===== config.mk =====
export PLATFORM = sky130hd
export DESIGN_NAME = framebuffer_top
export DESIGN_NICKNAME = d
export VERILOG_FILES = /design/src/design/fb_pkg.sv /design/src/design/fb_bram.sv /design/src/design/fb_arbiter.sv /design/src/design/pixel_writer.sv /design/src/design/line_fetch.sv /design/src/design/fb_regs.sv /design/src/design/framebuffer_top.sv
export SDC_FILE = /design/constraint.sdc
export NUM_CORES = 1
export LEC_CHECK = 0
export BUFFER_PORTS_ARGS = -buffer_cell sky130_fd_sc_hd__buf_4
export CAP_MARGIN = 15
export CORE_MARGIN = 5
export CORE_UTILIZATION = 24
export DETAILED_ROUTE_END_ITERATION = 8
export MAX_ROUTING_LAYER = met4
export PLACE_DENSITY = 0.4
export SYNTH_ARGS = -nofsm -noshare
export SYNTH_HDL_FRONTEND = slang
export SYNTH_SLANG_ARGS = --single-unit

===== constraint.sdc =====
create_clock -name clk_sys -period 3.1 [get_ports clk_sys]
set_input_delay 0.62 -clock clk_sys [delete_from_list [all_inputs] [get_ports clk_sys]]
set_output_delay 0.62 -clock clk_sys [all_outputs]
set_load 0.05 [all_outputs]

===== src/design/fb_pkg.sv =====
/*
 * shared widths, AXI register map and response codes
 * state and grant enums for the framebuffer blocks
 */
package fb_pkg;

    localparam int CIDXW     = 4;           // colour index bits, 16 entries
    localparam int CHANW     = 4;           // bits per channel
    localparam int PALW      = 3 * CHANW;   // rgb entry, red on top
    localparam int CORDW     = 8;           // signed draw coordinate
    localparam int CLIPW     = 16;          // clipped-draw counter
    localparam int AXI_ADDRW = 8;           // byte address
    localparam int AXI_DATAW = 32;

    // register map
    localparam logic [AXI_ADDRW-1:0] REG_DRAW    = 8'h00;  // x, y, cidx
    localparam logic [AXI_ADDRW-1:0] REG_STATUS  = 8'h04;  // clip count, busy
    localparam logic [AXI_ADDRW-1:0] REG_PALETTE = 8'h40;  // 16 words

    localparam logic [1:0] RESP_OKAY   = 2'b00;
    localparam logic [1:0] RESP_SLVERR = 2'b10;

    typedef enum logic [2:0] {
        W_IDLE,       // waiting for aw and w together
        W_DRAW_WAIT,  // draw offered to pixel writer
        W_RESP,       // bvalid up
        R_IDLE,
        R_DATA        // rvalid up
    } axi_state_e;

    typedef enum logic [1:0] {
        GRANT_NONE,
        GRANT_FETCH,
        GRANT_DRAW
    } grant_e;

    typedef enum logic [1:0] {
        F_IDLE,
        F_READ,   // one read per cycle
        F_DRAIN   // waiting out memory and palette latency
    } fetch_state_e;

endpackage


===== src/design/fb_bram.sv =====
/*
 * single-port framebuffer memory, registered read
 */
`timescale 1ns/1ns

module fb_bram #(
    parameter int DEPTH = 32,
    parameter int DATAW = 4
) (
    input  logic                     clk_sys,
    input  logic                     en,      // port enable
    input  logic                     we,      // write when enabled
    input  logic [$clog2(DEPTH)-1:0] addr,
    input  logic [DATAW-1:0]         din,
    output logic [DATAW-1:0]         dout     // one cycle after read
);

    logic [DATAW-1:0] mem [DEPTH];  // no init, contents undefined

    always_ff @(posedge clk_sys) begin
        if (en) begin
            if (we) begin
                mem[addr] <= din;  // dout keeps last read
            end else begin
                dout <= mem[addr];
            end
        end
    end

endmodule


===== src/design/fb_arbiter.sv =====
/*
 * memory port arbiter, line fetcher ahead of pixel writer
 */
`timescale 1ns/1ns

module fb_arbiter
    import fb_pkg::*;
#(
    parameter int ADDRW = 5
) (
    input  logic             rd_req,    // line fetcher
    input  logic [ADDRW-1:0] rd_addr,
    output logic             rd_gnt,
    input  logic             wr_req,    // pixel writer
    input  logic [ADDRW-1:0] wr_addr,
    input  logic [CIDXW-1:0] wr_data,
    output logic             wr_gnt,
    output logic             mem_en,    // to fb_bram
    output logic             mem_we,
    output logic [ADDRW-1:0] mem_addr,
    output logic [CIDXW-1:0] mem_din
);

    grant_e grant;

    // fetcher always first, writer waits at most one line
    always_comb begin
        if (rd_req) begin
            grant = GRANT_FETCH;
        end else if (wr_req) begin
            grant = GRANT_DRAW;
        end else begin
            grant = GRANT_NONE;
        end
    end

    assign rd_gnt = (grant == GRANT_FETCH);
    assign wr_gnt = (grant == GRANT_DRAW);

    // memory port follows the winner
    assign mem_en   = (grant != GRANT_NONE);
    assign mem_we   = (grant == GRANT_DRAW);
    assign mem_addr = (grant == GRANT_DRAW) ? wr_addr : rd_addr;
    assign mem_din  = wr_data;  // only written on draw grant

endmodule


===== src/design/pixel_writer.sv =====
/*
 * draw pipeline, coordinates to address in two stages
 * clipped pixels are dropped, others held until granted
 */
`timescale 1ns/1ns

module pixel_writer
    import fb_pkg::*;
#(
    parameter int WIDTH  = 8,
    parameter int HEIGHT = 4
) (
    input  logic                            clk_sys,
    input  logic                            rst_sys,
    input  logic                            draw_valid,
    input  logic signed [CORDW-1:0]         draw_x,
    input  logic signed [CORDW-1:0]         draw_y,
    input  logic [CIDXW-1:0]                draw_cidx,
    output logic                            draw_ready,
    output logic                            clip,       // one pulse per clipped draw
    output logic                            wr_req,
    output logic [$clog2(WIDTH*HEIGHT)-1:0] wr_addr,
    output logic [CIDXW-1:0]                wr_data,
    input  logic                            wr_gnt
);

    localparam int ADDRW = $clog2(WIDTH * HEIGHT);

    logic                    s1_valid;
    logic                    s1_clip;   // out of bounds
    logic [ADDRW-1:0]        s1_line;   // y * WIDTH
    logic signed [CORDW-1:0] s1_x;
    logic [CIDXW-1:0]        s1_cidx;
    logic                    draw_take;

    // one pixel in flight at a time
    assign draw_ready = !s1_valid && !wr_req;
    assign draw_take  = draw_valid && draw_ready;

    always_ff @(posedge clk_sys) begin
        if (rst_sys) begin
            s1_valid <= 1'b0;
            clip     <= 1'b0;
            wr_req   <= 1'b0;
        end else begin
            s1_valid <= draw_take;
            clip     <= s1_valid && s1_clip;  // stage 2 pulse
            if (s1_valid && !s1_clip) begin
                wr_req <= 1'b1;
            end else if (wr_gnt) begin
                wr_req <= 1'b0;  // written this cycle
            end
        end
    end

    // stage 1 multiply and bounds, stage 2 add
    always_ff @(posedge clk_sys) begin
        if (draw_take) begin
            s1_line <= ADDRW'(draw_y * WIDTH);  // junk when clipped, unused
            s1_x    <= draw_x;
            s1_cidx <= draw_cidx;
            s1_clip <= (draw_x < 0) || (draw_x >= WIDTH) ||
                       (draw_y < 0) || (draw_y >= HEIGHT);
        end
        if (s1_valid) begin
            wr_addr <= s1_line + ADDRW'(s1_x);
            wr_data <= s1_cidx;
        end
    end

endmodule


===== src/design/line_fetch.sv =====
/*
 * line fetcher, WIDTH reads from line_num * WIDTH
 * palette mapped and streamed as rgb, one pixel per cycle
 */
`timescale 1ns/1ns

module line_fetch
    import fb_pkg::*;
#(
    parameter int WIDTH  = 8,
    parameter int HEIGHT = 4
) (
    input  logic                            clk_sys,
    input  logic                            rst_sys,
    input  logic                            line_start,  // taken only when idle
    input  logic [$clog2(HEIGHT+1)-1:0]     line_num,
    output logic                            rd_req,
    output logic [$clog2(WIDTH*HEIGHT)-1:0] rd_addr,
    input  logic                            rd_gnt,
    input  logic [CIDXW-1:0]                mem_dout,
    output logic [CIDXW-1:0]                pal_idx,     // palette lookup
    input  logic [PALW-1:0]                 pal_rgb,
    output logic                            pix_valid,
    output logic [CHANW-1:0]                red,
    output logic [CHANW-1:0]                green,
    output logic [CHANW-1:0]                blue,
    output logic                            fetch_busy
);

    localparam int ADDRW = $clog2(WIDTH * HEIGHT);
    localparam int CNTW  = $clog2(WIDTH);

    fetch_state_e    state;
    logic [CNTW-1:0] cnt;     // reads granted so far
    logic [1:0]      rd_sr;   // read enable through memory and palette
    logic            oob;     // line beyond HEIGHT, blank pixels
    logic            start;

    assign start      = (state == F_IDLE) && line_start;
    assign rd_req     = (state == F_READ);
    assign fetch_busy = (state != F_IDLE);
    assign pal_idx    = mem_dout;  // memory data straight to palette
    assign pix_valid  = rd_sr[1];

    always_ff @(posedge clk_sys) begin
        if (rst_sys) begin
            state <= F_IDLE;
            rd_sr <= 2'b00;
        end else begin
            rd_sr <= {rd_sr[0], rd_gnt};
            case (state)
                F_IDLE: begin
                    if (line_start) state <= F_READ;
                end
                F_READ: begin
                    if (rd_gnt && cnt == CNTW'(WIDTH - 1)) state <= F_DRAIN;
                end
                F_DRAIN: begin
                    if (!rd_sr[0]) state <= F_IDLE;  // last pixel on its way out
                end
                default: state <= F_IDLE;
            endcase
        end
    end

    // read address and count advance on grant only
    always_ff @(posedge clk_sys) begin
        if (start) begin
            rd_addr <= ADDRW'(line_num * WIDTH);
            cnt     <= '0;
            oob     <= (line_num >= HEIGHT);
        end else if (rd_gnt) begin
            rd_addr <= rd_addr + 1'b1;
            cnt     <= cnt + 1'b1;
        end
    end

    // palette register, zero outside the line
    always_ff @(posedge clk_sys) begin
        if (rd_sr[0] && !oob) begin
            {red, green, blue} <= pal_rgb;
        end else begin
            {red, green, blue} <= '0;
        end
    end

endmodule


===== src/design/fb_regs.sv =====
/*
 * AXI4-Lite slave with palette, draw register and clip counter
 */
`timescale 1ns/1ns

module fb_regs
    import fb_pkg::*;
(
    input  logic                     clk_sys,
    input  logic                     rst_sys,
    input  logic [AXI_ADDRW-1:0]     awaddr,
    input  logic                     awvalid,
    output logic                     awready,
    input  logic [AXI_DATAW-1:0]     wdata,
    input  logic [AXI_DATAW/8-1:0]   wstrb,
    input  logic                     wvalid,
    output logic                     wready,
    output logic [1:0]               bresp,
    output logic                     bvalid,
    input  logic                     bready,
    input  logic [AXI_ADDRW-1:0]     araddr,
    input  logic                     arvalid,
    output logic                     arready,
    output logic [AXI_DATAW-1:0]     rdata,
    output logic [1:0]               rresp,
    output logic                     rvalid,
    input  logic                     rready,
    output logic                     draw_valid,
    output logic signed [CORDW-1:0]  draw_x,
    output logic signed [CORDW-1:0]  draw_y,
    output logic [CIDXW-1:0]         draw_cidx,
    input  logic                     draw_ready,
    input  logic                     clip,
    input  logic                     fetch_busy,
    input  logic [CIDXW-1:0]         pal_idx,
    output logic [PALW-1:0]          pal_rgb
);

    axi_state_e       wstate;
    axi_state_e       rstate;
    logic [PALW-1:0]  palette [2**CIDXW];
    logic [CLIPW-1:0] clip_cnt;
    logic             w_take;      // aw and w accepted together
    logic             aw_pal;
    logic             ar_pal;
    logic [CIDXW-1:0] aw_idx;      // palette word from address
    logic [CIDXW-1:0] ar_idx;

    assign awready = (wstate == W_IDLE) && awvalid && wvalid;
    assign wready  = awready;
    assign w_take  = awready;
    assign bvalid  = (wstate == W_RESP);
    assign draw_valid = (wstate == W_DRAW_WAIT);  // held until writer takes it
    assign arready = (rstate == R_IDLE) && arvalid;
    assign rvalid  = (rstate == R_DATA);

    // palette window 0x40..0x7f
    assign aw_pal = (awaddr[AXI_ADDRW-1:6] == REG_PALETTE[AXI_ADDRW-1:6]);
    assign ar_pal = (araddr[AXI_ADDRW-1:6] == REG_PALETTE[AXI_ADDRW-1:6]);
    assign aw_idx = awaddr[CIDXW+1:2];
    assign ar_idx = araddr[CIDXW+1:2];

    assign pal_rgb = palette[pal_idx];  // combinational lookup for fetcher

    // write path
    always_ff @(posedge clk_sys) begin
        if (rst_sys) begin
            wstate <= W_IDLE;
            bresp  <= RESP_OKAY;
            for (int i = 0; i < 2**CIDXW; i++) begin
                palette[i] <= '0;
            end
        end else begin
            case (wstate)
                W_IDLE: begin
                    if (w_take) begin
                        bresp <= RESP_OKAY;
                        if (awaddr == REG_DRAW) begin
                            wstate <= W_DRAW_WAIT;
                        end else if (aw_pal) begin
                            if (wstrb[0]) palette[aw_idx][7:0] <= wdata[7:0];
                            if (wstrb[1]) palette[aw_idx][PALW-1:8] <= wdata[PALW-1:8];
                            wstate <= W_RESP;
                        end else begin
                            bresp  <= RESP_SLVERR;  // status or unmapped
                            wstate <= W_RESP;
                        end
                    end
                end
                W_DRAW_WAIT: begin
                    if (draw_ready) wstate <= W_RESP;  // response waits on writer
                end
                W_RESP: begin
                    if (bready) wstate <= W_IDLE;
                end
                default: wstate <= W_IDLE;
            endcase
        end
    end

    // draw payload, latched at acceptance
    always_ff @(posedge clk_sys) begin
        if (w_take && awaddr == REG_DRAW) begin
            draw_x    <= wdata[7:0];
            draw_y    <= wdata[15:8];
            draw_cidx <= wdata[16+:CIDXW];
        end
    end

    // clip counter, saturating
    always_ff @(posedge clk_sys) begin
        if (rst_sys) begin
            clip_cnt <= '0;
        end else if (clip && clip_cnt != '1) begin
            clip_cnt <= clip_cnt + 1'b1;
        end
    end

    // read path
    always_ff @(posedge clk_sys) begin
        if (rst_sys) begin
            rstate <= R_IDLE;
            rresp  <= RESP_OKAY;
            rdata  <= '0;
        end else begin
            case (rstate)
                R_IDLE: begin
                    if (arvalid) begin
                        rstate <= R_DATA;
                        rresp  <= RESP_OKAY;
                        if (araddr == REG_STATUS) begin
                            rdata <= AXI_DATAW'({fetch_busy, clip_cnt});
                        end else if (ar_pal) begin
                            rdata <= AXI_DATAW'(palette[ar_idx]);
                        end else begin
                            rdata <= '0;
                            rresp <= RESP_SLVERR;  // draw reg is write only
                        end
                    end
                end
                R_DATA: begin
                    if (rready) rstate <= R_IDLE;
                end
                default: rstate <= R_IDLE;
            endcase
        end
    end

endmodule


===== src/design/framebuffer_top.sv =====
/*
 * framebuffer top, register block, writer, fetcher, arbiter, memory
 */
`timescale 1ns/1ns

module framebuffer_top
    import fb_pkg::*;
#(
    parameter int WIDTH  = 8,
    parameter int HEIGHT = 4
) (
    input  logic                        clk_sys,
    input  logic                        rst_sys,
    input  logic [AXI_ADDRW-1:0]        awaddr,
    input  logic                        awvalid,
    output logic                        awready,
    input  logic [AXI_DATAW-1:0]        wdata,
    input  logic [AXI_DATAW/8-1:0]      wstrb,
    input  logic                        wvalid,
    output logic                        wready,
    output logic [1:0]                  bresp,
    output logic                        bvalid,
    input  logic                        bready,
    input  logic [AXI_ADDRW-1:0]        araddr,
    input  logic                        arvalid,
    output logic                        arready,
    output logic [AXI_DATAW-1:0]        rdata,
    output logic [1:0]                  rresp,
    output logic                        rvalid,
    input  logic                        rready,
    input  logic                        line_start,  // display side
    input  logic [$clog2(HEIGHT+1)-1:0] line_num,
    output logic                        pix_valid,
    output logic [CHANW-1:0]            red,
    output logic [CHANW-1:0]            green,
    output logic [CHANW-1:0]            blue
);

    localparam int ADDRW = $clog2(WIDTH * HEIGHT);

    logic                    draw_valid, draw_ready, clip, fetch_busy;
    logic signed [CORDW-1:0] draw_x, draw_y;
    logic [CIDXW-1:0]        draw_cidx, pal_idx;
    logic [PALW-1:0]         pal_rgb;
    logic                    wr_req, wr_gnt, rd_req, rd_gnt;
    logic [ADDRW-1:0]        wr_addr, rd_addr, mem_addr;
    logic [CIDXW-1:0]        wr_data, mem_din, mem_dout;
    logic                    mem_en, mem_we;

    fb_regs regs0 (
        .clk_sys, .rst_sys,
        .awaddr, .awvalid, .awready, .wdata, .wstrb, .wvalid, .wready,
        .bresp, .bvalid, .bready,
        .araddr, .arvalid, .arready, .rdata, .rresp, .rvalid, .rready,
        .draw_valid, .draw_x, .draw_y, .draw_cidx, .draw_ready,
        .clip, .fetch_busy, .pal_idx, .pal_rgb
    );

    pixel_writer #(.WIDTH(WIDTH), .HEIGHT(HEIGHT)) writer0 (
        .clk_sys, .rst_sys,
        .draw_valid, .draw_x, .draw_y, .draw_cidx, .draw_ready,
        .clip, .wr_req, .wr_addr, .wr_data, .wr_gnt
    );

    line_fetch #(.WIDTH(WIDTH), .HEIGHT(HEIGHT)) fetch0 (
        .clk_sys, .rst_sys, .line_start, .line_num,
        .rd_req, .rd_addr, .rd_gnt, .mem_dout,
        .pal_idx, .pal_rgb,
        .pix_valid, .red, .green, .blue, .fetch_busy
    );

    fb_arbiter #(.ADDRW(ADDRW)) arb0 (
        .rd_req, .rd_addr, .rd_gnt,
        .wr_req, .wr_addr, .wr_data, .wr_gnt,
        .mem_en, .mem_we, .mem_addr, .mem_din
    );

    fb_bram #(.DEPTH(WIDTH * HEIGHT), .DATAW(CIDXW)) bram0 (
        .clk_sys,
        .en(mem_en), .we(mem_we), .addr(mem_addr), .din(mem_din), .dout(mem_dout)
    );

endmodule


==> results.md <==
* #FFs+latches synth at about 430
* Post-Syn Area per Cell at 14.9 um^2
* Rows at 106
* Cell with the most instances after synthesis: edfxtp_1
* I/O Pins at approximately 120
* Post-synthesis async set-or-reset flop share at 0
* Max-slew violations at 0
* Width of the die at 301 um
* Worst EP required at 3.39 ns
* Fin cells at between 2k and 3k
* Worst-margin pin slew at 1.00 ns
* Fin crit share at 0.897
* Final WS setup at about 0.32 ns
* Post-Place Setup Slack at 0.237 ns
* TritonCTS clock tree: done
* Clk slew on worst S/H paths at 0.06 ns
* Sw Share at 0.249
* Switching power of the nets at around 3.4 mW
* Maxcap violations at 0
* Worst Hold Depth at 1
* Max rail drop VDD at 0.000396 V
* Crit Path Category: reg -> reg
* Power after layout at 13.8 mW
* Post-CTS sizing at 0
* Worst setup path start: fetch0.state[0]
* Cells after Synth at about 1.4k
* Comb pwr share at 0.111
* RSZ-0062 raised after global routing: false
* Setup TNS Final at 0 ns
* CTS H-tree depth at 2
* # hold bufs at CTS at 0
* Post-CTS setup buffer count at 0
* GRT Util Overall at 0.129
* Critical Path Sink Type: flip-flop
* Die area at 90900 um^2
* Starting DRT DRC Count at 717
* Global-route wire length before repair at between 80 and 90 mm
* Reg2reg start: fetch0.state[0]
* Vias at 11.8k
* Share of the synthesized area in the top cell type at 0.542
* Largest buffer count on any clock path at 3
* DRC Markers at 0
* Placed Area at 22500 um^2
* Vias in the first global route at 12.4k
* Total CTS buffers at 51
* Filler cells at about 8.4k
* Worst Setup EP: bram0.dout[1]
* Ys flop type: edfxtp_1
* CP max FO at 22
* GR Overflow Total at 0
* Design area at 24100 um^2
* Starting density of the core at 0.243
* Worst Path Arrival at 3.07 ns
* Final wirelength at 57.9 mm
* Area of the core at 84000 um^2
* Synth Cell Area at a little over 20000 um^2
* Startpoint types: flip-flop
* Fin util at 0.287
* Distinct cells, synth at roughly 60
* Final Hold Viols at 0
* Seq pwr share at 0.468
* Inst Count DP at ~2.6k
* DP HPWL at 40.6 mm
* Largest net degree at the start of global routing at 78
* Yosys top cell by area: edfxtp_1
* R2r setup slk at roughly 0.32 ns
* Pint at 10.4 mW
* Synth-to-Final Area Change at 18.1%
* Die Span Y at 301 um
* Fmax at between 300 and 400 MHz
* Synth warnings at 0
* Pre-Repair DR Iteration Count at 4
* TritonCTS Sinks at 432
* Port bufs at 85
* Capturing point of the worst reg2reg path: bram0.dout[1]
* Via density at 4.45
* Seq/Total Area, Yosys at 0.605
* Proportion of layout cells with a drive suffix above 1 at 0.278
* Lkg Pwr at between 8 and 9 nW
* Min cycle time layout at approximately 2.8 ns
* Endpoints failing setup at 0
* Clk Latency, worst-skew pair at 0.60 ns
* Nets at around 1.5k
* Synth area leaders: edfxtp_1 (54%), mux4_2 (15%), dfxtp_1 (6.3%)
* Routed wire per std cell at approximately 22 um
* Clock power share at 0.421
* Slew headroom at 0.332
* Routability congestion estimate from global placement at 0.774
* Antenna violations before repair at 3
* Outcome: finished clean
* Post-synth top cells: edfxtp_1 (368), and2_1 (193), mux4_2 (139)
* Clk_skew at 0.0316 ns
* Reg2Reg Depth at 7
* Clk root buf: clkbuf_16
* DRT antenna net count at 0
* Hold Path Class: in -> reg
* Post-synth EDFFs at 368
* PwrDens at 574 nW/um^2
* Final hold slack at 0.214 ns
## layout by cell type (no fill, tap or decap), drive strengths merged, types with 39 or more instances in the layout
| master | n |
|---|---|
| edfxtp | 368 |
| nor2 | 95 |
| buf | 143 |
| and2 | 194 |
| dfxtp | 64 |
| a211oi | 39 |
| clkbuf | 64 |
| mux2i | 53 |
| nand2 | 52 |
| mux4 | 139 |
## worst max-delay path: stages (launching register included)
cell and delay (ns):
dfxtp_1 0.41, nand2b_4 0.14, nand2_2 0.26, buf_4 0.31, a21o_4 0.39, mux4_2 0.39, a22oi_1 0.34, o221ai_1 0.26
## layout make-up
class / count / area, um^2 / share of cell area
sequential: 432 / 12300 / 0.512
multi-input combinational: 842 / 7530 / 0.313
tap: 1134 / 1420 / 0.0589
clock buffer: 64 / 1370 / 0.0567
timing repair buffer: 143 / 1160 / 0.0482
clock inverter: 30 / 241 / 0.0100
inverter: 8 / 30.0 / 0.00125
antenna: 1 / 2.50 / 0.000104
## metal layers
| metal | up-vias | part of all wire | GRT usage |
|---|---|---|---|
| met5 | - | 0 | - |
| met4 | 0 | 0.022 | 0.0312 |
| met3 | 79 | 0.046 | 0.0250 |
| met2 | 237 | 0.47 | 0.204 |
| met1 | 6075 | 0.46 | 0.173 |
| li1 | 5416 | - | - |
## state kept, by name, summed over array words and instances, names as in the netlist, 3 cells and up
| name | flops |
|---|---|
| regs0.clip_cnt | 16 |
| writer0.s1_x | 5 |
| fetch0.cnt | 3 |
| bram0.mem | 128 |
| fetch0.green | 4 |
| bram0.dout | 4 |
| writer0.wr_data | 4 |
| regs0.draw_x | 8 |
| fetch0.red | 4 |
| fetch0.rd_addr | 5 |
| fetch0.blue | 4 |
| regs0.draw_y | 8 |
| regs0.palette | 192 |
| regs0.draw_cidx | 4 |
| writer0.wr_addr | 5 |
| regs0.rdata | 17 |
| writer0.s1_cidx | 4 |
## power by group through the flow
stage          sequential [mW]  combinational (mW)  clock (mW)
6_report                  6.47                1.54        5.82
4_1_cts                   6.47                1.58        6.00
5_1_grt                   6.48                1.66        6.22
3_5_place_dp              6.59                1.58           0
3_3_place_gp              6.59                1.58           0
2_1_floorplan             6.61                1.03           0
## how the worst min path moves through the flow
stage                             startpoint                 end  slack [ns]
after floorplan           regs0.draw_cidx[0]  writer0.s1_cidx[0]        0.40
after global placement       regs0.draw_y[0]  writer0.s1_line[3]        0.41
after detailed placement     writer0.s1_x[1]  writer0.wr_addr[1]        0.41
after CTS                        line_num[2]          fetch0.oob        0.16
after global routing             line_num[2]          fetch0.oob        0.17
final                            line_num[2]          fetch0.oob        0.21
## kinds of logic after synthesis
group / after synthesis / share of synthesized area
fa+ha+maj: 5 / 0.00307
mux: 195 / 0.182
other cells: 1 / 0.000184
flops: 432 / 0.605
buf+inv: 109 / 0.0287
compound gates: 98 / 0.0339
xor+xnor: 16 / 0.00687
simple gates: 511 / 0.141
Note: power is estimated with default switching activity, not from simulation.
